<file path="config.mk">
export PLATFORM = sky130hd
export DESIGN_NAME = mldsa_apb_ctrl
export DESIGN_NICKNAME = d
export VERILOG_FILES = /design/src/verilog/mldsa_mem_pkg.sv /design/src/verilog/mldsa_coeff_pkg.sv /design/src/verilog/mldsa_apb_ctrl.sv
export VERILOG_INCLUDE_DIRS = /design/src /design/src/verilog
export SDC_FILE = /design/constraint.sdc
export NUM_CORES = 1
export LEC_CHECK = 0
export BUFFER_PORTS_ARGS = -buffer_cell sky130_fd_sc_hd__buf_2
export CORE_AREA = 2 2 199 201
export DETAILED_ROUTE_END_ITERATION = 7
export DIE_AREA = 0 0 201 203
export GPL_TIMING_DRIVEN = 0
export HOLD_SLACK_MARGIN = 0.15
export PLACE_DENSITY_LB_ADDON = 0.25
export SLEW_MARGIN = 20
export SYNTH_ARGS = -nofsm -noshare
export SYNTH_HDL_FRONTEND = slang
export SYNTH_SLANG_ARGS = --single-unit
</file>
<file path="constraint.sdc">
create_clock -name clk -period 8.2 [get_ports clk]
set_input_delay 2.46 -clock clk [delete_from_list [all_inputs] [get_ports clk]]
set_output_delay 2.46 -clock clk [all_outputs]
set_load 0.05 [all_outputs]
</file>
<file path="src/verilog/mldsa_defines.svh">
// Scheme constants, widths and APB register map of the z-decoder
// Only ML-DSA-87 (L = 7, gamma1 = 2^19) is supported, and the decode
// arithmetic assumes exactly these values of gamma1 and q
`ifndef MLDSA_DEFINES_SVH
`define MLDSA_DEFINES_SVH

// ========================================
// Scheme constants
// ========================================
`define MLDSA_Q 8380417
`define MLDSA_N 256
`define MLDSA_L 7
`define MLDSA_GAMMA1_BITS 19
`define MLDSA_REG_SIZE 24

// Memory geometry, four coefficients per word
`define MLDSA_MEM_ADDR_WIDTH 10
`define MLDSA_SIG_ADDR_WIDTH 9
`define MLDSA_Z_WORDS ((`MLDSA_L * `MLDSA_N) / 4)

// ========================================
// APB register map
// ========================================
`define APB_CTRL_ADDR 16'h0000
`define APB_STATUS_ADDR 16'h0004
`define APB_DEST_ADDR 16'h0008
`define APB_SIG_BASE 16'h1000
`define APB_POLY_BASE 16'h4000

`endif

</file>
<file path="src/verilog/mldsa_mem_pkg.sv">
// Request types for the polynomial memory and the signature buffer
// Address widths come from the defines header
`include "mldsa_defines.svh"

package mldsa_mem_pkg;

    typedef enum logic [1:0] {
        RW_IDLE  = 2'b00,
        RW_READ  = 2'b01,
        RW_WRITE = 2'b10
    } rw_cmd_e;

    // Request to the polynomial memory, 1024 words
    typedef struct packed {
        rw_cmd_e                          rd_wr_en;
        logic [`MLDSA_MEM_ADDR_WIDTH-1:0] addr;
    } mem_if_t;

    // Request to the signature buffer as the decoder issues it
    typedef struct packed {
        rw_cmd_e                          rd_wr_en;
        logic [`MLDSA_SIG_ADDR_WIDTH-1:0] addr;
    } sig_mem_if_t;

endpackage

</file>
<file path="src/verilog/mldsa_coeff_pkg.sv">
// Payload types of the z-decoder
// Lane 0 of a word is the lowest coefficient index
`include "mldsa_defines.svh"

package mldsa_coeff_pkg;

    // Encoded z value, gamma1 bits plus one
    typedef logic [`MLDSA_GAMMA1_BITS:0] enc_z_t;

    // Decoded coefficient modulo q
    typedef logic [`MLDSA_REG_SIZE-1:0] coeff_t;

    // Four lanes per memory word
    typedef enc_z_t [3:0] sig_word_t;
    typedef coeff_t [3:0] poly_word_t;

endpackage

</file>
<file path="src/verilog/mldsa_apb_ctrl.sv">
// APB3 slave of the z-decoder with the register map of the defines header
// Sig writes and poly reads are refused with pslverr while busy
// Poly reads take two wait states; every other access takes none
// Port a of both memories belongs to the decoder while busy
`timescale 1ns/1ps
`include "mldsa_defines.svh"

module mldsa_apb_ctrl (
    input  logic                             clk,
    input  logic                             reset_n,
    input  logic                             psel,
    input  logic                             penable,
    input  logic                             pwrite,
    input  logic [15:0]                      paddr,
    input  logic [31:0]                      pwdata,
    output logic [31:0]                      prdata,
    output logic                             pready,
    output logic                             pslverr,
    output logic                             sigdecode_z_enable,
    output logic                             zeroize,
    output logic [`MLDSA_MEM_ADDR_WIDTH-1:0] dest_base_addr,
    input  logic                             sigdecode_z_done,
    input  mldsa_mem_pkg::sig_mem_if_t       dec_sig_req,
    input  mldsa_mem_pkg::mem_if_t           dec_mem_req,
    input  mldsa_coeff_pkg::poly_word_t      dec_mem_wdata,
    output mldsa_mem_pkg::mem_if_t           sig_a_req,
    output mldsa_coeff_pkg::sig_word_t       sig_a_wdata,
    output mldsa_mem_pkg::mem_if_t           poly_a_req,
    output mldsa_coeff_pkg::poly_word_t      poly_a_wdata,
    input  mldsa_coeff_pkg::poly_word_t      poly_a_rdata
);

    localparam int MAW = `MLDSA_MEM_ADDR_WIDTH;

    logic                                   access;
    logic                                   in_sig;
    logic                                   in_poly;
    logic                                   poly_rd;
    logic                                   sig_wr;
    logic                                   err;
    logic [15:0]                            sig_off;
    logic [15:0]                            poly_off;
    logic [1:0]                             lane;
    logic [1:0]                             rd_phase;
    logic                                   busy;
    logic                                   done;
    mldsa_coeff_pkg::enc_z_t [2:0]          stage;
    mldsa_coeff_pkg::sig_word_t             apb_sig_wdata;
    mldsa_mem_pkg::mem_if_t                 apb_sig_req;
    mldsa_mem_pkg::mem_if_t                 apb_poly_req;
    mldsa_mem_pkg::mem_if_t                 dec_sig_wide;

    // ========================================
    // Address decode and APB response
    // ========================================
    assign access   = psel & penable;
    assign sig_off  = paddr - `APB_SIG_BASE;
    assign poly_off = paddr - `APB_POLY_BASE;
    assign in_sig   = (paddr >= `APB_SIG_BASE) && (sig_off < 16'(`MLDSA_Z_WORDS * 16));
    assign in_poly  = (paddr >= `APB_POLY_BASE) && (poly_off < 16'(1 << (MAW + 4)));
    // Both windows are word aligned, so bits 3:2 pick the lane
    assign lane     = paddr[3:2];
    assign poly_rd  = in_poly & !pwrite & !busy;
    assign sig_wr   = access & in_sig & pwrite & !busy;

    assign err = !(paddr == `APB_CTRL_ADDR || paddr == `APB_STATUS_ADDR ||
                   paddr == `APB_DEST_ADDR || in_sig || in_poly)
               || (in_sig && (!pwrite || busy))
               || (in_poly && (pwrite || busy));

    assign pready  = access & (!poly_rd | rd_phase == 2'd2);
    assign pslverr = access & err;

    always_comb begin
        prdata = '0;
        if (paddr == `APB_STATUS_ADDR) begin
            prdata = {30'b0, busy, done};
        end else if (paddr == `APB_DEST_ADDR) begin
            prdata = 32'(dest_base_addr);
        end else if (in_poly) begin
            prdata = 32'(poly_a_rdata[lane]);
        end
    end

    // Control registers and the decoder handshake
    always_ff @(posedge clk) begin
        if (!reset_n) begin
            busy               <= 1'b0;
            done               <= 1'b0;
            dest_base_addr     <= '0;
            sigdecode_z_enable <= 1'b0;
            zeroize            <= 1'b0;
        end else begin
            sigdecode_z_enable <= 1'b0;
            zeroize            <= 1'b0;
            if (sigdecode_z_done && busy) begin
                busy <= 1'b0;
                done <= 1'b1;
            end
            if (access && pwrite && paddr == `APB_CTRL_ADDR) begin
                // Zeroize wins over a start in the same write
                if (pwdata[1]) begin
                    zeroize <= 1'b1;
                    busy    <= 1'b0;
                end else if (pwdata[0] && !busy) begin
                    sigdecode_z_enable <= 1'b1;
                    busy               <= 1'b1;
                    done               <= 1'b0;
                end
            end
            if (access && pwrite && paddr == `APB_DEST_ADDR) begin
                dest_base_addr <= pwdata[MAW-1:0];
            end
        end
    end

    // ========================================
    // Memory requests from the APB side
    // ========================================
    always_ff @(posedge clk) begin
        if (!reset_n) begin
            rd_phase     <= '0;
            apb_sig_req  <= '{rd_wr_en: mldsa_mem_pkg::RW_IDLE, addr: '0};
            apb_poly_req <= '{rd_wr_en: mldsa_mem_pkg::RW_IDLE, addr: '0};
        end else begin
            apb_sig_req  <= '{rd_wr_en: mldsa_mem_pkg::RW_IDLE, addr: '0};
            apb_poly_req <= '{rd_wr_en: mldsa_mem_pkg::RW_IDLE, addr: '0};
            // Phase 0 issues the read, phase 1 waits for data, phase 2 completes
            if (access && poly_rd) begin
                rd_phase <= (rd_phase == 2'd2) ? 2'd0 : rd_phase + 2'd1;
                if (rd_phase == 2'd0) begin
                    apb_poly_req <= '{rd_wr_en: mldsa_mem_pkg::RW_READ,
                                      addr: poly_off[MAW+3:4]};
                end
            end else begin
                rd_phase <= '0;
            end
            if (sig_wr && lane == 2'd3) begin
                apb_sig_req <= '{rd_wr_en: mldsa_mem_pkg::RW_WRITE, addr: sig_off[MAW+3:4]};
            end
        end
    end

    // Lanes 0 to 2 are staged until lane 3 completes the word
    always_ff @(posedge clk) begin
        if (sig_wr) begin
            if (lane == 2'd3) begin
                apb_sig_wdata <= {pwdata[`MLDSA_GAMMA1_BITS:0], stage[2], stage[1], stage[0]};
            end else begin
                stage[lane] <= pwdata[`MLDSA_GAMMA1_BITS:0];
            end
        end
    end

    // Port a arbitration
    assign dec_sig_wide = '{rd_wr_en: dec_sig_req.rd_wr_en, addr: MAW'(dec_sig_req.addr)};
    assign sig_a_req    = busy ? dec_sig_wide : apb_sig_req;
    assign poly_a_req   = busy ? dec_mem_req : apb_poly_req;
    assign sig_a_wdata  = apb_sig_wdata;
    assign poly_a_wdata = dec_mem_wdata;

endmodule

</file>
Word level (Yosys, flattened, before mapping). Index checks and enable logic that the tools add are counted.

Flip-flop bits (word level): 180. Input bits: 269. Output and inout port bits: 246. Logic and storage cells: 99.

Add/subtract/negate cells: 3. $lt $le $gt $ge: 6. Equality and inequality tests: 4. Multiplexer cells: 22. Bitwise operators: 13. Reductions and logical operators: 34.

Operators by type and width (number): 24-bit 2-to-1 mux (4); 60-bit bitwise mux (1); 24-bit binary-select mux with 2-bit select (1); 20-bit demux with 2-bit select (1); 12-bit 2-to-1 mux (3); 20-bit 2-to-1 mux (1); 16-bit by 3-bit == test with 1-bit output, second input constant (1); 16-bit by 4-bit == test with 1-bit output, second input constant (1); 16-bit by 13-bit >= comparator with 1-bit output, second input constant (1); 16-bit by 15-bit >= comparator with 1-bit output, second input constant (1); 16-bit logical NOT (1); 16-bit by 13-bit less-than comparator with 1-bit output, second input constant (1); 16-bit by 15-bit less-than comparator with 1-bit output, second input constant (1); 16-bit by 13-bit subtractor with 16-bit output, second input constant (1); 16-bit by 15-bit subtractor with 16-bit output, second input constant (1); 1-bit logical AND (12); 11-bit 2-to-1 mux (1); 1-bit 2-to-1 mux (10); 2-bit AND reduction (5); 1-bit bitwise AND (8); 1-bit logical OR (8); 3-bit OR reduction (2); 2-bit == test, second input constant (2); 1-bit logical NOT (4); 7 further kinds (10).

Logic depth before layout (Yosys ltp).
Depth after elaboration: 9. Mapped depth: 7. Depth with buffers taken out: 6.

Worst setup path after synthesis. No wires, ideal clock.

Kind: in2reg. Start: input paddr[12]. End: register apb_sig_wdata, in the netlist sig_a_wdata[0] (enable). Arrival: 6560 ps. Required time: 7681 ps. Path slack: 1122 ps. Stages: 6. Cell sequence: inv_1 > ha_1 > xnor2_1 > and3_1 > nand3_1 > nor2_1.

Cells in the longest elaborated chain, start to end: 7.

RTL lines: start: declaration (line mldsa_apb_ctrl.sv:14) `input logic [15:0] paddr,`; 16-bit by 13-bit subtractor with 16-bit output (no line); 16-bit by 13-bit less-than comparator with 1-bit output (line mldsa_apb_ctrl.sv:59) `` assign in_sig = (paddr >= `APB_SIG_BASE) && (sig_off < 16'(`MLDSA_Z_WORDS * 16)); ``; 1-bit logical AND (*) (line mldsa_apb_ctrl.sv:59); 1-bit bitwise AND (*) (3 in series) (line mldsa_apb_ctrl.sv:64) `assign sig_wr = access & in_sig & pwrite & !busy;`; 2-bit AND reduction (no line) (*); end signal: assignment (line mldsa_apb_ctrl.sv:148) `` apb_sig_wdata <= {pwdata[`MLDSA_GAMMA1_BITS:0], stage[2], stage[1], stage[0]}; ``; end: declaration (line mldsa_apb_ctrl.sv:48) `mldsa_coeff_pkg::sig_word_t apb_sig_wdata;`.

Every way passes the cells marked *; elsewhere a longest branch is shown, timed or not. A chain may end at the register's enable or synchronous reset.

Worst setup path in the final report.
Start: input paddr[12]. End: output prdata[3].

Cells in the longest elaborated chain, start to end: 6.

RTL lines: 16-bit by 15-bit subtractor with 16-bit output (no line); 16-bit by 15-bit less-than comparator with 1-bit output (line mldsa_apb_ctrl.sv:60) `` assign in_poly = (paddr >= `APB_POLY_BASE) && (poly_off < 16'(1 << (MAW + 4))); ``; 1-bit logical AND (line mldsa_apb_ctrl.sv:60); 24-bit 2-to-1 mux (line mldsa_apb_ctrl.sv:80) `end else if (in_poly) begin`; 24-bit 2-to-1 mux (line mldsa_apb_ctrl.sv:78) `` end else if (paddr == `APB_DEST_ADDR) begin ``; 24-bit 2-to-1 mux (*) (line mldsa_apb_ctrl.sv:76) `` if (paddr == `APB_STATUS_ADDR) begin ``; end: declaration (line mldsa_apb_ctrl.sv:16) `output logic [31:0] prdata,`.

Marked as above.

==> run metrics <==
count of pins over their slew limit=0; initial antenna violation count=2; crit end category=output port; # nets final=1,197; Synth area leaders=edfxtp_1, buf_4, dfxtp_1, mux4_2, mux2_2; Die W=201 um; H-tree depth=4; Critical Path AT=4.34 ns; Fill cells=3,970; Die ar.=0.04080 sq mm; Pre-antenna DRT Iters=4; DRC=0; Overflow after GRT=0; PwrDens=187.3 mW/mm^2; Synth cell types=38; Static Leak=4.761 nW; Seq/Total Area, Yosys=0.6553; Starting Density=0.1969; WHS=0.4170 ns; Post-Syn Area=0.007576 sq mm; routed len/inst=15.66 um; HP Start=stage[13]$_DFFE_PP_; Clock Skews=0.01270 ns; Worst path max stage delay=0.49 ns; deepest clock path buffer count=2; clk sinks=178; clock buffer count from CTS=17; floorplan die height=203 um; Final HPWL DP=18.56 mm; cell taking the most area after synthesis=edfxtp_1; routed vias=5,307; Hold Path Depth=0; DRT Wirelength=22.80 mm; status=finished, final reports clean; placeable core area=0.03847 sq mm; worst reg-to-reg setup slack=5.82 ns; Total GRT Usage=0.1070; Worst-Margin Slew=0.8267 ns; post_cts resized=0; Max Fanout on Critical Path=10; number of global-route vias before repair=5,384; Post-CTS Setup Repair Bufs=0; Tmin final=6.805 ns; Async SR Flop Fraction=0; top-area cell type share of the netlist area=0.5549; row count=72; total power=2.061 mW; post-route cell area=0.01100 sq mm; period utilization=0.8298; number of flops mapped to enable cells by yosys=140; Syn. warnings=0; CTS tree=built; I/O pin count=515; Seq. cell area=0.004965 sq mm; clk slew on worst S/H paths=0.07 ns; peak supply drop=0.0001343 V; post-route ant nets=0; syn avg cell area=15.40 sq um; most frequent cells after synthesis=edfxtp_1, buf_4, dfxtp_1; first-pass GRT wire length=32.51 mm; P&R area growth vs syn=45.24%; CP Data Required Time=5.74 ns; CTS Root Cell=clkbuf_16; Vias per Instance=3.645; most frequent cell after synthesis=edfxtp_1; layout cells sized above 1=0.6421; largest net degree at the start of global routing=28; Synth Register Bits=178; max_slew headroom=0.4488; HP Class=reg2reg; Setup Crit Path Kind=in2out; Post-Syn Instances=492; CTS Hold Bufs=0; setup violators final=0; 1st-iter DRT viols=241; CP max stage cell=nor2_2; ys flop type=edfxtp_1; final hold vios=0; multi-input logic area=0.001789 sq mm; Startpoint Class=input pin; DP Area=0.01041 sq mm; crit-path cells=buf_2 > inv_1 > ha_1 > nor4b_4 > nand4_4 > nor2_2 > a22o_1 > buf_2; FF-to-FF End=stage[5]$_DFFE_PP_; most frequent cell on the critical path=buf_2; Clock Latency Late Sink=0.43 ns; RD Place Congestion=0.7457; Reg2Reg Depth=7; MaxCap Viol Count=0; Max Clock Freq=147.0 MHz; hold path endpoint=sig_a_wdata[13]$_DFFE_PP_; RSZ-0062 raised after global routing=false; port bufs=396; FF-to-FF Start=busy$_SDFF_PN0_; post-route setup TNS=0 ns
[stage by stage]
step,utilization,worst slack [ns],cells
2_1_floorplan,-,1.122,500
3_5_place_dp,0.2705,1.268,1422
6_report,0.2860,1.395,1456
4_1_cts,0.2859,1.258,1454
5_1_grt,0.2860,1.148,1456
3_3_place_gp,0.2661,-1.105,1414
[routing by layer]
metal  vias to the layer above  share of wire  GRT usage
met2                       204           0.52     0.1833
met1                      2539           0.41     0.1332
met4                         0          0.014    0.03810
met5                         -              0          0
met3                        14          0.050    0.02263
li1                       2550              -          -
[power by group]
group | leakage [nW] | switching [mW] | internal [mW] | total [mW]
clock network | 0.282 | 0.382 | 0.408 | 0.789
logic | 2.91 | 0.193 | 0.109 | 0.302
registers | 1.56 | 0.000532 | 0.969 | 0.969
[cell families (layout without fill, tap and decap cells)]
family,count (synthesis),in the layout,synth area share
flip-flops,178,178,0.6553
AND/OR/NAND/NOR,105,105,0.08291
multiplexers,55,55,0.1158
AO/OA/AOI/OAI,17,17,0.01767
buffers and inverters,128,564,0.1161
adder cells (fa/ha/maj),5,5,0.008258
other,1,11,0.0004950
XOR/XNOR,3,3,0.003469
[critical path, delay by kind of cell]
kind / cells / cell delay, ns
compound gates: 1 / 0.22
fa+ha+maj: 1 / 0.15
simple gates: 3 / 1.00
buf+inv: 3 / 0.50
[registers in the layout, indices dropped and copies added (netlist names)]
register	count
apb_sig_req	11
apb_poly_req	11
zeroize	1
dest_base_addr	10
stage	60
sig_a_wdata	80
sigdecode_z_enable	1
rd_phase	2
busy	1
done	1
[cell type report]
class | count | area share
antenna | 2 | 0.0004549
buffer | 122 | 0.07789
clock buffer | 17 | 0.03866
clock inverter | 15 | 0.01524
inverter | 6 | 0.002047
multi-input combinational | 194 | 0.1626
sequential | 178 | 0.4512
tap | 518 | 0.05890
timing repair buffer | 404 | 0.1930
[worst max-delay path by stage]
stage               startpoint  slack [ns]                        end
finish               paddr[12]        1.40                  prdata[3]
detailed placement   paddr[12]        1.27                  prdata[3]
global placement     paddr[12]       -1.10  sig_a_wdata[68]$_DFFE_PP_
floorplan            paddr[12]        1.12   sig_a_wdata[0]$_DFFE_PP_
global route         paddr[12]        1.15                  prdata[4]
CTS                  paddr[12]        1.26                  prdata[3]
[placed cells by master (no fill, tap or decap), types with 3 or more instances in the layout]
cell and instances:
and3_1 4, and2_1 34, a22o_1 8, dfxtp_1 38
ha_1 5, buf_2 400, nand3_1 7, conb_1 9
buf_12 3, nor3_2 3, mux2i_1 10, inv_6 3
clkbuf_16 17, clkinv_8 5, clkbuf_1 11, mux4_2 24
nor2b_1 4, nor3_1 5, mux2_2 21, buf_4 107
nor2_1 4, inv_1 6, edfxtp_1 140, nand2_1 27
nor4_1 4
Power figures use the tool's default switching activity.
