`src/verilog/mldsa_defines.svh`:
```
// Scheme constants, widths and APB register map of the z-decoder
// Only ML-DSA-87 (L = 7, gamma1 = 2^19) is supported, and the decode
// arithmetic assumes exactly these values of gamma1 and q
`ifndef MLDSA_DEFINES_SVH
`define MLDSA_DEFINES_SVH

// ========================================
// Scheme constants
// ========================================
`define MLDSA_Q 8380417
`define MLDSA_N 256
`define MLDSA_L 7
`define MLDSA_GAMMA1_BITS 19
`define MLDSA_REG_SIZE 24

// Memory geometry, four coefficients per word
`define MLDSA_MEM_ADDR_WIDTH 10
`define MLDSA_SIG_ADDR_WIDTH 9
`define MLDSA_Z_WORDS ((`MLDSA_L * `MLDSA_N) / 4)

// ========================================
// APB register map
// ========================================
`define APB_CTRL_ADDR 16'h0000
`define APB_STATUS_ADDR 16'h0004
`define APB_DEST_ADDR 16'h0008
`define APB_SIG_BASE 16'h1000
`define APB_POLY_BASE 16'h4000

`endif

```
`src/verilog/mldsa_mem_pkg.sv`:
```
// Request types for the polynomial memory and the signature buffer
// Address widths come from the defines header
`include "mldsa_defines.svh"

package mldsa_mem_pkg;

    typedef enum logic [1:0] {
        RW_IDLE  = 2'b00,
        RW_READ  = 2'b01,
        RW_WRITE = 2'b10
    } rw_cmd_e;

    // Request to the polynomial memory, 1024 words
    typedef struct packed {
        rw_cmd_e                          rd_wr_en;
        logic [`MLDSA_MEM_ADDR_WIDTH-1:0] addr;
    } mem_if_t;

    // Request to the signature buffer as the decoder issues it
    typedef struct packed {
        rw_cmd_e                          rd_wr_en;
        logic [`MLDSA_SIG_ADDR_WIDTH-1:0] addr;
    } sig_mem_if_t;

endpackage

```
`src/verilog/mldsa_coeff_pkg.sv`:
```
// Payload types of the z-decoder
// Lane 0 of a word is the lowest coefficient index
`include "mldsa_defines.svh"

package mldsa_coeff_pkg;

    // Encoded z value, gamma1 bits plus one
    typedef logic [`MLDSA_GAMMA1_BITS:0] enc_z_t;

    // Decoded coefficient modulo q
    typedef logic [`MLDSA_REG_SIZE-1:0] coeff_t;

    // Four lanes per memory word
    typedef enc_z_t [3:0] sig_word_t;
    typedef coeff_t [3:0] poly_word_t;

endpackage

```
`src/verilog/sigdecode_z_unit.sv`:
```
// One decoding lane with a single register stage
// Correct only for gamma1 = 2^19 and the ML-DSA modulus q
`timescale 1ns/1ps
`include "mldsa_defines.svh"

module sigdecode_z_unit (
    input  logic                    clk,
    input  logic                    reset_n,
    input  logic                    zeroize,
    input  mldsa_coeff_pkg::enc_z_t data_i,
    output mldsa_coeff_pkg::coeff_t data_o
);

    localparam int W  = `MLDSA_REG_SIZE;
    localparam int W1 = W + 1;

    logic [W:0]   diff;
    logic [W-1:0] fixup;

    // The extra top bit holds the sign of gamma1 - z
    assign diff  = W1'(1 << `MLDSA_GAMMA1_BITS) - W1'(data_i);
    // A negative difference wraps into range by adding q
    assign fixup = diff[W] ? W'(`MLDSA_Q) : '0;

    always_ff @(posedge clk) begin
        if (!reset_n) begin
            data_o <= '0;
        end else if (zeroize) begin
            data_o <= '0;
        end else begin
            data_o <= diff[W-1:0] + fixup;
        end
    end

endmodule

```
`src/verilog/sigdecode_z_top.sv`:
```
// Signature z-decoder controller with eight decoding lanes
// Reads two buffer words per cycle and writes two polynomial words per cycle
// No back-pressure: both memories must accept every request
// Done pulses one cycle after the last write request
`timescale 1ns/1ps
`include "mldsa_defines.svh"

module sigdecode_z_top (
    input  logic                                clk,
    input  logic                                reset_n,
    input  logic                                zeroize,
    input  logic                                sigdecode_z_enable,
    input  logic [`MLDSA_MEM_ADDR_WIDTH-1:0]    dest_base_addr,
    output mldsa_mem_pkg::mem_if_t              mem_a_wr_req,
    output mldsa_mem_pkg::mem_if_t              mem_b_wr_req,
    output mldsa_coeff_pkg::poly_word_t         mem_a_wr_data,
    output mldsa_coeff_pkg::poly_word_t         mem_b_wr_data,
    output mldsa_mem_pkg::sig_mem_if_t          sigmem_a_rd_req,
    output mldsa_mem_pkg::sig_mem_if_t          sigmem_b_rd_req,
    input  mldsa_coeff_pkg::sig_word_t          sigmem_a_rd_data,
    input  mldsa_coeff_pkg::sig_word_t          sigmem_b_rd_data,
    output logic                                sigdecode_z_done
);

    localparam int SAW = `MLDSA_SIG_ADDR_WIDTH;
    localparam int MAW = `MLDSA_MEM_ADDR_WIDTH;
    localparam logic [SAW-1:0] LAST_WORD = SAW'(`MLDSA_Z_WORDS - 1);

    typedef enum logic [2:0] {
        IDLE,
        READ,
        READ_and_EXEC,
        READ_EXEC_and_WRITE,
        EXEC_and_WRITE,
        WRITE,
        DONE
    } state_e;

    state_e         state;
    state_e         next_state;
    logic [SAW-1:0] api_cnt;
    logic [MAW-1:0] mem_cnt;
    logic [MAW-1:0] locked_dest_addr;
    logic           rd_phase;
    logic           wr_phase;

    // Reads lead writes by two cycles, one for the buffer and one for the lanes
    assign rd_phase = state inside {READ, READ_and_EXEC, READ_EXEC_and_WRITE};
    assign wr_phase = state inside {READ_EXEC_and_WRITE, EXEC_and_WRITE, WRITE};

    // ========================================
    // State machine
    // ========================================
    always_ff @(posedge clk) begin
        if (!reset_n || zeroize) begin
            state <= IDLE;
        end else begin
            state <= next_state;
        end
    end

    always_comb begin
        next_state = state;
        case (state)
            IDLE:                if (sigdecode_z_enable) next_state = READ;
            READ:                next_state = READ_and_EXEC;
            READ_and_EXEC:       next_state = READ_EXEC_and_WRITE;
            READ_EXEC_and_WRITE: begin
                // Leave once the pair ending in the last word has been read
                if (api_cnt + SAW'(1) == LAST_WORD) begin
                    next_state = EXEC_and_WRITE;
                end
            end
            EXEC_and_WRITE:      next_state = WRITE;
            WRITE:               next_state = DONE;
            default:             next_state = IDLE;
        endcase
    end

    // Operand counters, the locked destination and the done pulse
    always_ff @(posedge clk) begin
        if (!reset_n || zeroize) begin
            api_cnt          <= '0;
            mem_cnt          <= '0;
            locked_dest_addr <= '0;
            sigdecode_z_done <= 1'b0;
        end else begin
            if (sigdecode_z_enable && state == IDLE) begin
                locked_dest_addr <= dest_base_addr;
            end
            api_cnt          <= rd_phase ? api_cnt + SAW'(2) : '0;
            mem_cnt          <= wr_phase ? mem_cnt + MAW'(2) : '0;
            sigdecode_z_done <= (state == DONE);
        end
    end

    // ========================================
    // Registered memory requests
    // ========================================
    always_ff @(posedge clk) begin
        if (!reset_n || zeroize || !rd_phase) begin
            sigmem_a_rd_req <= '{rd_wr_en: mldsa_mem_pkg::RW_IDLE, addr: '0};
            sigmem_b_rd_req <= '{rd_wr_en: mldsa_mem_pkg::RW_IDLE, addr: '0};
        end else begin
            sigmem_a_rd_req <= '{rd_wr_en: mldsa_mem_pkg::RW_READ, addr: api_cnt};
            sigmem_b_rd_req <= '{rd_wr_en: mldsa_mem_pkg::RW_READ, addr: api_cnt + SAW'(1)};
        end
    end

    // Write requests line up with the lane outputs of the same word pair
    always_ff @(posedge clk) begin
        if (!reset_n || zeroize || !wr_phase) begin
            mem_a_wr_req <= '{rd_wr_en: mldsa_mem_pkg::RW_IDLE, addr: '0};
            mem_b_wr_req <= '{rd_wr_en: mldsa_mem_pkg::RW_IDLE, addr: '0};
        end else begin
            mem_a_wr_req <= '{rd_wr_en: mldsa_mem_pkg::RW_WRITE,
                              addr: locked_dest_addr + mem_cnt};
            mem_b_wr_req <= '{rd_wr_en: mldsa_mem_pkg::RW_WRITE,
                              addr: locked_dest_addr + mem_cnt + MAW'(1)};
        end
    end

    // Four lanes per read port
    for (genvar i = 0; i < 4; i++) begin : g_lane
        sigdecode_z_unit u_dec_a (
            .clk     (clk),
            .reset_n (reset_n),
            .zeroize (zeroize),
            .data_i  (sigmem_a_rd_data[i]),
            .data_o  (mem_a_wr_data[i])
        );

        sigdecode_z_unit u_dec_b (
            .clk     (clk),
            .reset_n (reset_n),
            .zeroize (zeroize),
            .data_i  (sigmem_b_rd_data[i]),
            .data_o  (mem_b_wr_data[i])
        );
    end

endmodule

```
`config.mk`:
```
export PLATFORM = sky130hd
export DESIGN_NAME = sigdecode_z_top
export DESIGN_NICKNAME = d
export VERILOG_FILES = /design/src/verilog/mldsa_mem_pkg.sv /design/src/verilog/mldsa_coeff_pkg.sv /design/src/verilog/sigdecode_z_unit.sv /design/src/verilog/sigdecode_z_top.sv
export VERILOG_INCLUDE_DIRS = /design/src /design/src/verilog
export SDC_FILE = /design/constraint.sdc
export NUM_CORES = 1
export LEC_CHECK = 0
export ABC_AREA = 1
export BUFFER_PORTS_ARGS = -buffer_cell sky130_fd_sc_hd__buf_2
export CAP_MARGIN = 20
export CORE_MARGIN = 8
export CORE_UTILIZATION = 35
export DETAILED_ROUTE_END_ITERATION = 6
export GPL_TIMING_DRIVEN = 1
export PLACE_DENSITY = 0.61
export SLEW_MARGIN = 0
export SYNTH_ARGS = -nofsm -noshare
export SYNTH_HDL_FRONTEND = slang
export SYNTH_SLANG_ARGS = --single-unit
```
`constraint.sdc`:
```
create_clock -name clk -period 4.1 [get_ports clk]
set_input_delay 0.205 -clock clk [delete_from_list [all_inputs] [get_ports clk]]
set_output_delay 0.205 -clock clk [all_outputs]
set_load 0.01 [all_outputs]
```
* After elaboration in Yosys (flattened, before gate mapping)
Index checks and enable logic that the tools add are counted.
** Word-level totals
- Bits in registers :: 271
- Bits in latches :: 0
- RAM bits :: 0
- ROM bits :: 0
- Input bits :: 174
- Output and inout bits :: 239
- Logic and storage cells :: 83
- Memories kept :: 0
** Cells by class
- $add $sub $neg :: 21
- $mul :: 0
- Div/mod/pow operators :: 0
- $lt $le $gt $ge :: 0
- Equality and inequality tests :: 9
- Shift-type cells :: 0
- Multiplexer cells :: 15
- Bitwise gates (word level) :: 3
- Reduce and logical (&&, ||, !) cells :: 14
** Operators with widths (count)
- adder 24 bit :: 8
- 2-to-1 mux 23 bit :: 8
- subtractor 20 x 20 -> 21 bit (first input constant) :: 8
- 2-to-1 mux 12 bit :: 2
- 2-to-1 mux 10 bit :: 2
- one-hot mux 3 bit (6 select lines) :: 1
- adder 10 x 1 -> 10 bit (second input constant) :: 1
- adder 10 bit :: 1
- adder 10 x 2 -> 10 bit (second input constant) :: 1
- adder 9 x 1 -> 9 bit (second input constant) :: 1
- adder 9 x 2 -> 9 bit (second input constant) :: 1
- == test 3 bit (second input constant) :: 3
- == test 9 bit (second input constant) :: 1
- == test 3 x 2 -> 1 bit (second input constant) :: 2
- 2-to-1 mux 3 bit :: 2
- nonzero test 3 bit :: 2
- OR reduction 2 bit :: 3
- == test 3 x 1 -> 1 bit (second input constant) :: 1
- logical NOT 1 bit :: 3
- logical NOT 3 bit :: 1
- logical OR 1 bit :: 3
- inverter 1 bit :: 3
- != test 2 x 1 -> 1 bit (second input constant) :: 1
- != test 2 bit (second input constant) :: 1
- 2 further kinds :: 2

* Logic depth before layout (Yosys ltp)
Gate-level depths: netlist (run 1).
- Depth after elaboration :: 5
- Gate-level depth with buffers :: 24
- Mapped depth without buffers :: 24

* Hierarchy
Synthesis (run 1) repeated with hierarchy kept, for this count alone.
** Unflattened totals
- Cells, all modules :: 3038
- Area total of the unflattened synthesis :: 19052.0 um2
** By module, submodules not included
- sigdecode_z_unit :: times used 8, cells an instance 334, area each 2030.7 um2, sequential area each 440.4 um2
- sigdecode_z_top :: times used 1, cells an instance 366, area each 2806.4 um2, sequential area each 1241.2 um2

* Worst setup path after synthesis (run 1)
Ideal clock, no wire load.
- Kind :: input -> register
- From :: input port sigmem_a_rd_data[40] in the netlist's numbering
- To :: register g_lane[2].u_dec_a.data_o[19]
- Arrival :: 2.867 ns
- Slack :: 1.118 ns
- Stages :: 19
- Path buffers :: 0
- Cells stage by stage :: inv_1 > ha_1 > nand3_1 > nor2_1 > nand3_1 > nor3_1 > nand4_1 > nand2_1 > inv_1 > ha_1 > inv_1 > o21bai_1 > inv_1 > o21ai_0 > a21oi_1 > nor2_1 > nor2_1 > a21oi_1 > nor2_1
** Between the ends
- Longest elaborated chain between the ends :: 3
** Ends and longest elaborated chain
- start, declared :: line sigdecode_z_top.sv:20 : input mldsa_coeff_pkg::sig_word_t sigmem_a_rd_data,
- subtractor 20 x 20 -> 21 bit :: line sigdecode_z_unit.sv:21 : assign diff = W1'(1 << `MLDSA_GAMMA1_BITS) - W1'(data_i);
- via g_lane[2].u_dec_a.diff[20] :: line sigdecode_z_unit.sv:17 : logic [W:0] diff;
- 2-to-1 mux 23 bit :: line sigdecode_z_unit.sv:23 : assign fixup = diff[W] ? W'(`MLDSA_Q) : '0;
- adder 24 bit :: line sigdecode_z_unit.sv:31 : data_o <= diff[W-1:0] + fixup;
- end signal, assigned :: line sigdecode_z_unit.sv:31
- end, declared :: line sigdecode_z_unit.sv:11 : output mldsa_coeff_pkg::coeff_t data_o
The timed path passes the listed nets, and every way through them passes these cells.
A chain may end at the register's enable or synchronous reset.

* Worst setup path in the final report (run 1)
Same ends and word-level chain as after synthesis.

==> results.txt, run 1 <==
----------------------------------------------------
[Outcome]
  Status ... complete, no violations

[Global routing]
  Wire length of the first global-routing pass ... roughly 84000 um
  Number of global-route vias before repair ... 16573
  Antenna violations before repair ... 15
  Overall routing resource usage ... 18.6%
  Pin count of the biggest net entering global routing ... 69
  Overflow after GRT ... 0

[Placed design]
  Routability-driven placement congestion ratio ... 0.915
  Detailed placer's ending HPWL ... approximately 43000 um
  Number of buffers inserted by port buffering ... ~400
  Number of placed instances with taps included ... about 3500

[Logic synthesis]
  Share of flip-flops with an asynchronous set or reset ... 0%
  Cell type contributing the most total cell area after synthesis ... sky130_fd_sc_hd__dfxtp_1
  YS warnings ... 0
  Leading cell types by count after synthesis ... sky130_fd_sc_hd__nand2_1 (517), sky130_fd_sc_hd__nor2_1 (385), sky130_fd_sc_hd__inv_1 (384)
  Syn avg cell area ... roughly 6.4 um2
  Number of enable-type register cells in the synthesized netlist ... 0
  Prevailing post-synth register cell ... sky130_fd_sc_hd__dfxtp_1
  Share of Yosys cell area claimed by the top area cell type ... around 29%
  Area of the mapped netlist ... ~16000 um2
  Number of synthesized register bits ... around 240
  Leading cell type by number of instances after synthesis ... sky130_fd_sc_hd__nand2_1
  Cells taking the most area after synthesis ... sky130_fd_sc_hd__dfxtp_1 (29%), sky130_fd_sc_hd__nand2_1 (12%), sky130_fd_sc_hd__nor2_1 (8.9%)
  Synthesized netlist cell count ... approximately 2500
  Distinct cell type count of the synthesized netlist ... 44
  Sequential area share after synthesis ... between 20 and 30%

[Route]
  Remaining antenna violation count ... 0
  Total iterations of the first detailed-routing run ... 6
  Iter 0 DRT Violations ... ~1100
  Total vias in the final route ... 17234
  Average wire per cell in the routed design ... 14.4 um
  Post-Route WL ... approximately 52000 um
  Mean number of vias per cell ... roughly 4.8
  Residual DRC ... 0

[Critical path]
  Biggest cell delay along the critical path ... ~530 ps
  CP Data Required Time ... about 4600 ps
  Slowest cell on crit path ... sky130_fd_sc_hd__dlygate4sd3_1
  Worst R2R Setup Slack ... between 1500 and 2000 ps
  Buf/Inv on CP ... 6
  Endpoint of the worst register-to-register path ... mem_b_wr_req[9]$_SDFF_PN0_
  R2r worst-path depth ... 10
  Type of the worst setup path ... input port to register
  Ordered cell list for the critical path ... dlygate4sd3_1 > buf_2 > inv_1 > ha_1 > nand3_1 > nor2_1 > nand3_1 > nor3_1 > nand4_1 > nand2_1 > inv_1 > ha_1 > inv_1 > o21bai_1 > inv_1 > o21ai_0 > a21oi_1 > nor2_1 > nor2_1 > a21oi_1 > nor2_1
  Kind of start point of the critical path ... input port
  Critical path fanouts, max ... 8
  Critical register-to-register path startpoint ... mem_cnt[1]$_SDFF_PN0_
  Largest delay share family, worst path ... simple AND/OR/NAND/NOR gates
  Arrival time at the worst endpoint ... between 4000 and 5000 ps
  Type of destination of the critical path ... register

[Die]
  Overall die width ... ~230 um
  Die boundary height ... approximately 230 um
  Cell row count ... 79
  Ports ... 413
  Placeable core area ... ~46000 um2
  Starting density of the core ... between 30% and 40%
  Floorplan die area ... ~54000 um2

[Timing]
  Final count of negative-setup-slack endpoints ... 0
  Period Utilization, post-route ... between 80 and 90%
  Final worst clock skew ... about 9.7 ps
  Actual transition at the worst max-transition pin ... roughly 780 ps
  Setup repair after global routing missed its margin ... no
  Relative slew slack ... roughly 48%
  Final hold violations ... 0
  Final critical delay including setup and external delays ... 3610 ps
  Total Negative Setup Slacks ... 0 ps
  Number of max-slew violations in the final report ... 0
  Max Freq ... 0.277 GHz

[Power and ir drop]
  Power per Cell Area ... 335 nW/um2
  Maximum VDD drop ... a little over 0.3 mV
  Clock share of power ... between 40% and 50%
  Switching power ... ~2.0 mW
  Relative contribution of sequential cells to total power ... roughly 36%
  Internal power component ... slightly below 5 mW
  Leakage power summed over all cells ... slightly above 10 nW
  Sw Ratio ... between 20 and 30%
  Combinational share of power ... 18.0%

[Finish]
  Count of fill cells added during filler insertion ... 4755
  Number of cells in the finished layout apart from fillers ... between 3000 and 4000
  Area growth from synthesis to final layout ... 25.5%
  Fraction of final layout cells with drive strength greater than 1 ... between 20 and 25%
  Number of nets in the layout ... 3223
  Post-route core utilization ... roughly 44%

[Clock tree]
  Number of instances resized during post-cts repair ... 0
  Post-CTS Hold Buffers ... 42
  Depth of the CTS H-tree ... 1
  Total number of clock tree sinks ... about 240
  Cell chosen for the clock root ... sky130_fd_sc_hd__clkbuf_16
  Clock tree from TritonCTS ... yes
  Reg clk slew, reported paths ... roughly 60 ps
  Setup Fix Bufs, Post-CTS ... 0
  Number of buffers added by the clock tree synthesis step ... 31
  Maximum buffer depth of the clock tree ... 3
  Source-to-sink clock delay at the later pin of the worst-skew pair ... between 500 and 600 ps

[Min path]
  Worst hold start ... sigmem_a_rd_data[18]
  Worst hold path class ... input port to register
  Hold Crit Endpoint ... g_lane[0].u_dec_a.data_o[22]$_SDFF_PP0_
  Cell count of the worst hold path ... 5

[Run]
  Max-cap violation count ... 0

----------------------------------------------------
[cells by family after synthesis]
family	Yosys count	synth area share, %
buf+inv	469	11.6
xor+xnor	61	3.38
simple gates	1343	38.2
fa+ha+maj	87	6.75
other cells	1	0.0231
compound gates	330	10.7
flops	238	29.4
[power by group through the flow]
stage	Combinational (mW)	Clock [mW]	Sequential, mW
global route	1.39	3.33	2.46
detailed placement	1.20	0	2.50
global placement	1.18	0	2.50
floorplan	0.730	0	2.54
CTS	1.23	3.25	2.45
finish	1.23	3.15	2.45
[state kept, by name, indices dropped and copies added (netlist names)]
signal / flops
api_cnt: 8
g_lane.u_dec_b.data_o: 88
g_lane.u_dec_a.data_o: 88
sigdecode_z_done: 1
sigmem_b_rd_req: 10
mem_b_wr_req: 11
state: 3
mem_a_wr_req: 10
locked_dest_addr: 10
mem_cnt: 9
[placed cells by master (no fill, tap or decap), types with 32 or more instances in the layout]
master / netlist / layout
sky130_fd_sc_hd__dlygate4sd3_1: 0 / 42
sky130_fd_sc_hd__nor2_1: 385 / 384
sky130_fd_sc_hd__ha_1: 86 / 86
sky130_fd_sc_hd__nand3_1: 162 / 162
sky130_fd_sc_hd__buf_2: 3 / 399
sky130_fd_sc_hd__o21ai_0: 89 / 89
sky130_fd_sc_hd__a21oi_1: 193 / 193
sky130_fd_sc_hd__nand2_2: 32 / 32
sky130_fd_sc_hd__nor3_1: 59 / 59
sky130_fd_sc_hd__nand2_1: 517 / 517
sky130_fd_sc_hd__nor2_2: 59 / 59
sky130_fd_sc_hd__nand4_1: 36 / 36
sky130_fd_sc_hd__xor2_1: 43 / 43
sky130_fd_sc_hd__inv_1: 384 / 383
sky130_fd_sc_hd__dfxtp_1: 238 / 238
[worst min-delay path, delay by kind of cell]
kind / cells / cell delay, ps
buffers and inverters: 2 / 170
AND/OR/NAND/NOR: 3 / 200
[layer usage]
metal / part of all wire [%] / up-vias / global-route usage (%)
met5: 0.098 / - / 0
met4: 2.5 / 8 / 5.76
met3: 6.6 / 106 / 4.11
met2: 47 / 498 / 32.5
met1: 44 / 7749 / 22.5
li1: - / 8873 / -
[through the flow]
step | hold slack (ps) | area [um2] | total power, mW | setup slack (ps)
after global placement | 432 | 18700 | 3.68 | 628
after global routing | 48.6 | 20400 | 7.18 | 113
final | 41.3 | 20400 | 6.83 | 495
after detailed placement | 447 | 18700 | 3.70 | 487
after floorplan | 326 | 16300 | 3.27 | 1120
after CTS | 0.880 | 20300 | 6.94 | 573
[layout make-up]
cell class	count	area, um2	area share (%)
inverters	412	1550	7.59
multi-input cells	1834	9630	47.3
well taps	607	759	3.73
diodes	13	32.5	0.160
flip-flops and latches	238	4760	23.4
clock buffers	36	835	4.10
repair buffers	445	2450	12.0
clock inverters	21	355	1.74
[how the worst max path moves through the flow]
stage / from / endpoint / slack (ps) / cells after the start
after floorplan: sigmem_a_rd_data[40] / g_lane[2].u_dec_a.data_o[19]$_SDFF_PP0_ / 1120 / 19
after global placement: sigmem_a_rd_data[0] / g_lane[0].u_dec_a.data_o[19]$_SDFF_PP0_ / 630 / 22
after detailed placement: sigmem_a_rd_data[40] / g_lane[2].u_dec_a.data_o[19]$_SDFF_PP0_ / 490 / 20
after CTS: sigmem_a_rd_data[40] / g_lane[2].u_dec_a.data_o[19]$_SDFF_PP0_ / 570 / 21
after global routing: sigmem_a_rd_data[40] / g_lane[2].u_dec_a.data_o[19]$_SDFF_PP0_ / 110 / 21
final: sigmem_a_rd_data[40] / g_lane[2].u_dec_a.data_o[19]$_SDFF_PP0_ / 490 / 21
(Power assumes the default switching activity.)
==> run 2, diff against run 1 <==
Settings changed: PLACE_DENSITY 0.61 to 0.63.
Clock period 4.1 ns to 3.29 ns, I/O delays scaled along.
==> results.txt, run 2 (synthesis results as in run 1) <==
----------------------------------------------------
[Critical path]
  CP Data Required Time ... ~3800 ps
  Critical path fanouts, max ... 6
  Arrival time at the worst endpoint ... ~3500 ps
  Slowest cell on crit path ... sky130_fd_sc_hd__dlygate4sd3_1
  Type of destination of the critical path ... register
  Kind of start point of the critical path ... input port
  Critical Path Most Common Cell ... sky130_fd_sc_hd__inv_1
  Type of the worst setup path ... input port to register
  Ordered cell list for the critical path ... dlygate4sd3_1 > buf_2 > inv_1 > ha_1 > nand3_2 > nor2_4 > nand3_1 > nor3_2 > nand3_2 > nor3_2 > inv_1 > nand2_1 > inv_2 > ha_1 > inv_1 > o21bai_1 > inv_1 > o21ai_1 > a21oi_1 > buf_4 > a21oi_1 > nor2_1
  Biggest cell delay along the critical path ... between 500 and 600 ps

[Die]
  Die boundary height ... between 200 and 250 um
  Cell row count ... 79
  Overall die width ... roughly 230 um
  Placeable core area ... 46200 um2
  Ports ... ~410
  Floorplan die area ... 53500 um2
  Starting density of the core ... 35.2%

[Clock tree]
  Cell chosen for the clock root ... sky130_fd_sc_hd__clkbuf_16
  Reg clk slew, reported paths ... about 60 ps
  Maximum buffer depth of the clock tree ... 3
  Depth of the CTS H-tree ... 1
  Clock tree from TritonCTS ... yes
  Total number of clock tree sinks ... roughly 240
  Source-to-sink clock delay at the later pin of the worst-skew pair ... between 500 and 600 ps
  Number of buffers added by the clock tree synthesis step ... 31

[Global routing]
  Wire length of the first global-routing pass ... just over 80000 um
  Antenna violations before repair ... 12
  Overall routing resource usage ... a little under a fifth
  Pin count of the biggest net entering global routing ... 67
  Overflow after GRT ... 0
  Number of global-route vias before repair ... 16136

[Power and ir drop]
  Total Power Consumption ... roughly 8.4 mW
  Maximum VDD drop ... 0.357 mV
  Leakage power summed over all cells ... ~11 nW
  Power per Cell Area ... 404 nW/um2

[Finish]
  Most used cells in the layout excluding fill and tap cells ... sky130_fd_sc_hd__nand2_1 (517), sky130_fd_sc_hd__buf_2 (399), sky130_fd_sc_hd__nor2_1 (383), sky130_fd_sc_hd__inv_1 (380), sky130_fd_sc_hd__dfxtp_1 (238)
  Most common cell after layout, fill and taps aside ... sky130_fd_sc_hd__nand2_1
  Fraction of final layout cells with drive strength greater than 1 ... between 20 and 25%
  Post-route core utilization ... 45.1%
  Top Registers ... g_lane.u_dec_a.data_o: 88 flops, g_lane.u_dec_b.data_o: 88 flops, mem_b_wr_req: 11 flops
  Number of nets in the layout ... around 3300
  Count of fill cells added during filler insertion ... slightly below 5000
  Area growth from synthesis to final layout ... 28.3%

[Route]
  Residual DRC ... 0
  Average wire per cell in the routed design ... approximately 14 um
  Remaining antenna violation count ... 0
  Total iterations of the first detailed-routing run ... 5
  Iter 0 DRT Violations ... 686
  Mean number of vias per cell ... around 4.6
  Post-Route WL ... just over 50000 um
  Total vias in the final route ... 16892

[Timing]
  Final critical delay including setup and external delays ... between 3000 and 4000 ps
  Number of max-slew violations in the final report ... 0
  Final count of negative-setup-slack endpoints ... 0
  Relative slew slack ... 49.8%
  Actual transition at the worst max-transition pin ... roughly 750 ps
  Max Freq ... 0.326 GHz
  Final worst clock skew ... roughly 15 ps
  Period Utilization, post-route ... just over 90%
  Final hold violations ... 0
  Final-layout worst hold slack ... 40.6 ps

[Placed design]
  Detailed placer's ending HPWL ... about 40000 um
  Number of buffers inserted by port buffering ... roughly 400
  Routability-driven placement congestion ratio ... 0.933

[Outcome]
  Status ... complete, no violations

[Run]
  Max-cap violation count ... 0

[Min path]
  Worst hold path class ... input port to register

----------------------------------------------------
[run 2: changes by cell type in the layout (fill, tap and decap cells not counted), sizes merged]
cell / change
buf: +29
dlygate4sd3: +23
clkinv: +4
bufinv: -2
clkbuf: -1
clkinvlp: -1
diode: -1
inv: -1
[run 2: repair_timing]
| item | in CTS | in global routing |
|---|---|---|
| hold buffers | 65 | 0 |
| resized for setup | 0 | 21 |
| endpoints found under the setup margin | 0 | 20 |
| hold endpoints to repair | 54 | 0 |
| setup buffers | 0 | 1 |
[run 2: layer usage]
metal	part of all wire, %	GRT usage (%)	vias up
li1	-	-	8998
met3	7.3	4.92	71
met5	0.053	0	-
met2	46	30.7	384
met4	2.0	5.13	4
met1	44	22.2	7435
[run 2: path summary, 6_finish.rpt]
check	startpoint	end	slack [ps]	cells after the start
worst max-delay path	sigmem_a_rd_data[0]	g_lane[0].u_dec_a.data_o[18]$_SDFF_PP0_	220	22
worst min-delay path	sigmem_a_rd_data[48]	g_lane[2].u_dec_a.data_o[8]$_SDFF_PP0_	40	4
worst max register to register	mem_cnt[1]$_SDFF_PN0_	mem_b_wr_req[9]$_SDFF_PN0_	1040	11
worst min register to register	api_cnt[1]$_SDFF_PN0_	api_cnt[1]$_SDFF_PN0_	450	1
[run 2: final cells by class]
| cell class | count | area (um2) | share of cell area [%] |
|---|---|---|---|
| Antenna cell | 12 | 30.0 | 0.144 |
| Clock buffer | 35 | 821 | 3.94 |
| Clock inverter | 21 | 320 | 1.54 |
| Inverter | 412 | 1550 | 7.43 |
| Multi-Input combinational cell | 1834 | 9690 | 46.5 |
| Sequential cell | 238 | 4760 | 22.9 |
| Tap cell | 607 | 759 | 3.65 |
| Timing Repair Buffer | 497 | 2900 | 13.9 |
[run 2: through the flow]
| step | instance area, um2 | std cells | setup slack (ps) | TNS, ps |
|---|---|---|---|---|
| 2_1_floorplan | 16300 | 2541 | 348 | 0 |
| 3_3_place_gp | 18900 | 3522 | 55.1 | 0 |
| 5_1_grt | 20800 | 3651 | -50.2 | -80.2 |
| 3_5_place_dp | 18900 | 3522 | 7.56 | 0 |
| 4_1_cts | 20700 | 3643 | 57.2 | 0 |
| 6_report | 20800 | 3656 | 219 | 0 |
[run 2: critical path, delay by kind of cell]
kind	cells	cell delay, ps
AOI/OAI and AO/OA	4	610
adders and majority gates	2	490
buffers and inverters	8	1170
and+or+nand+nor	8	1090
[run 2: where the power goes]
part           internal, mW  switching (mW)
logic                 0.591           0.985
registers              3.00          0.0475
clock network          2.35            1.44
total                  5.95            2.47
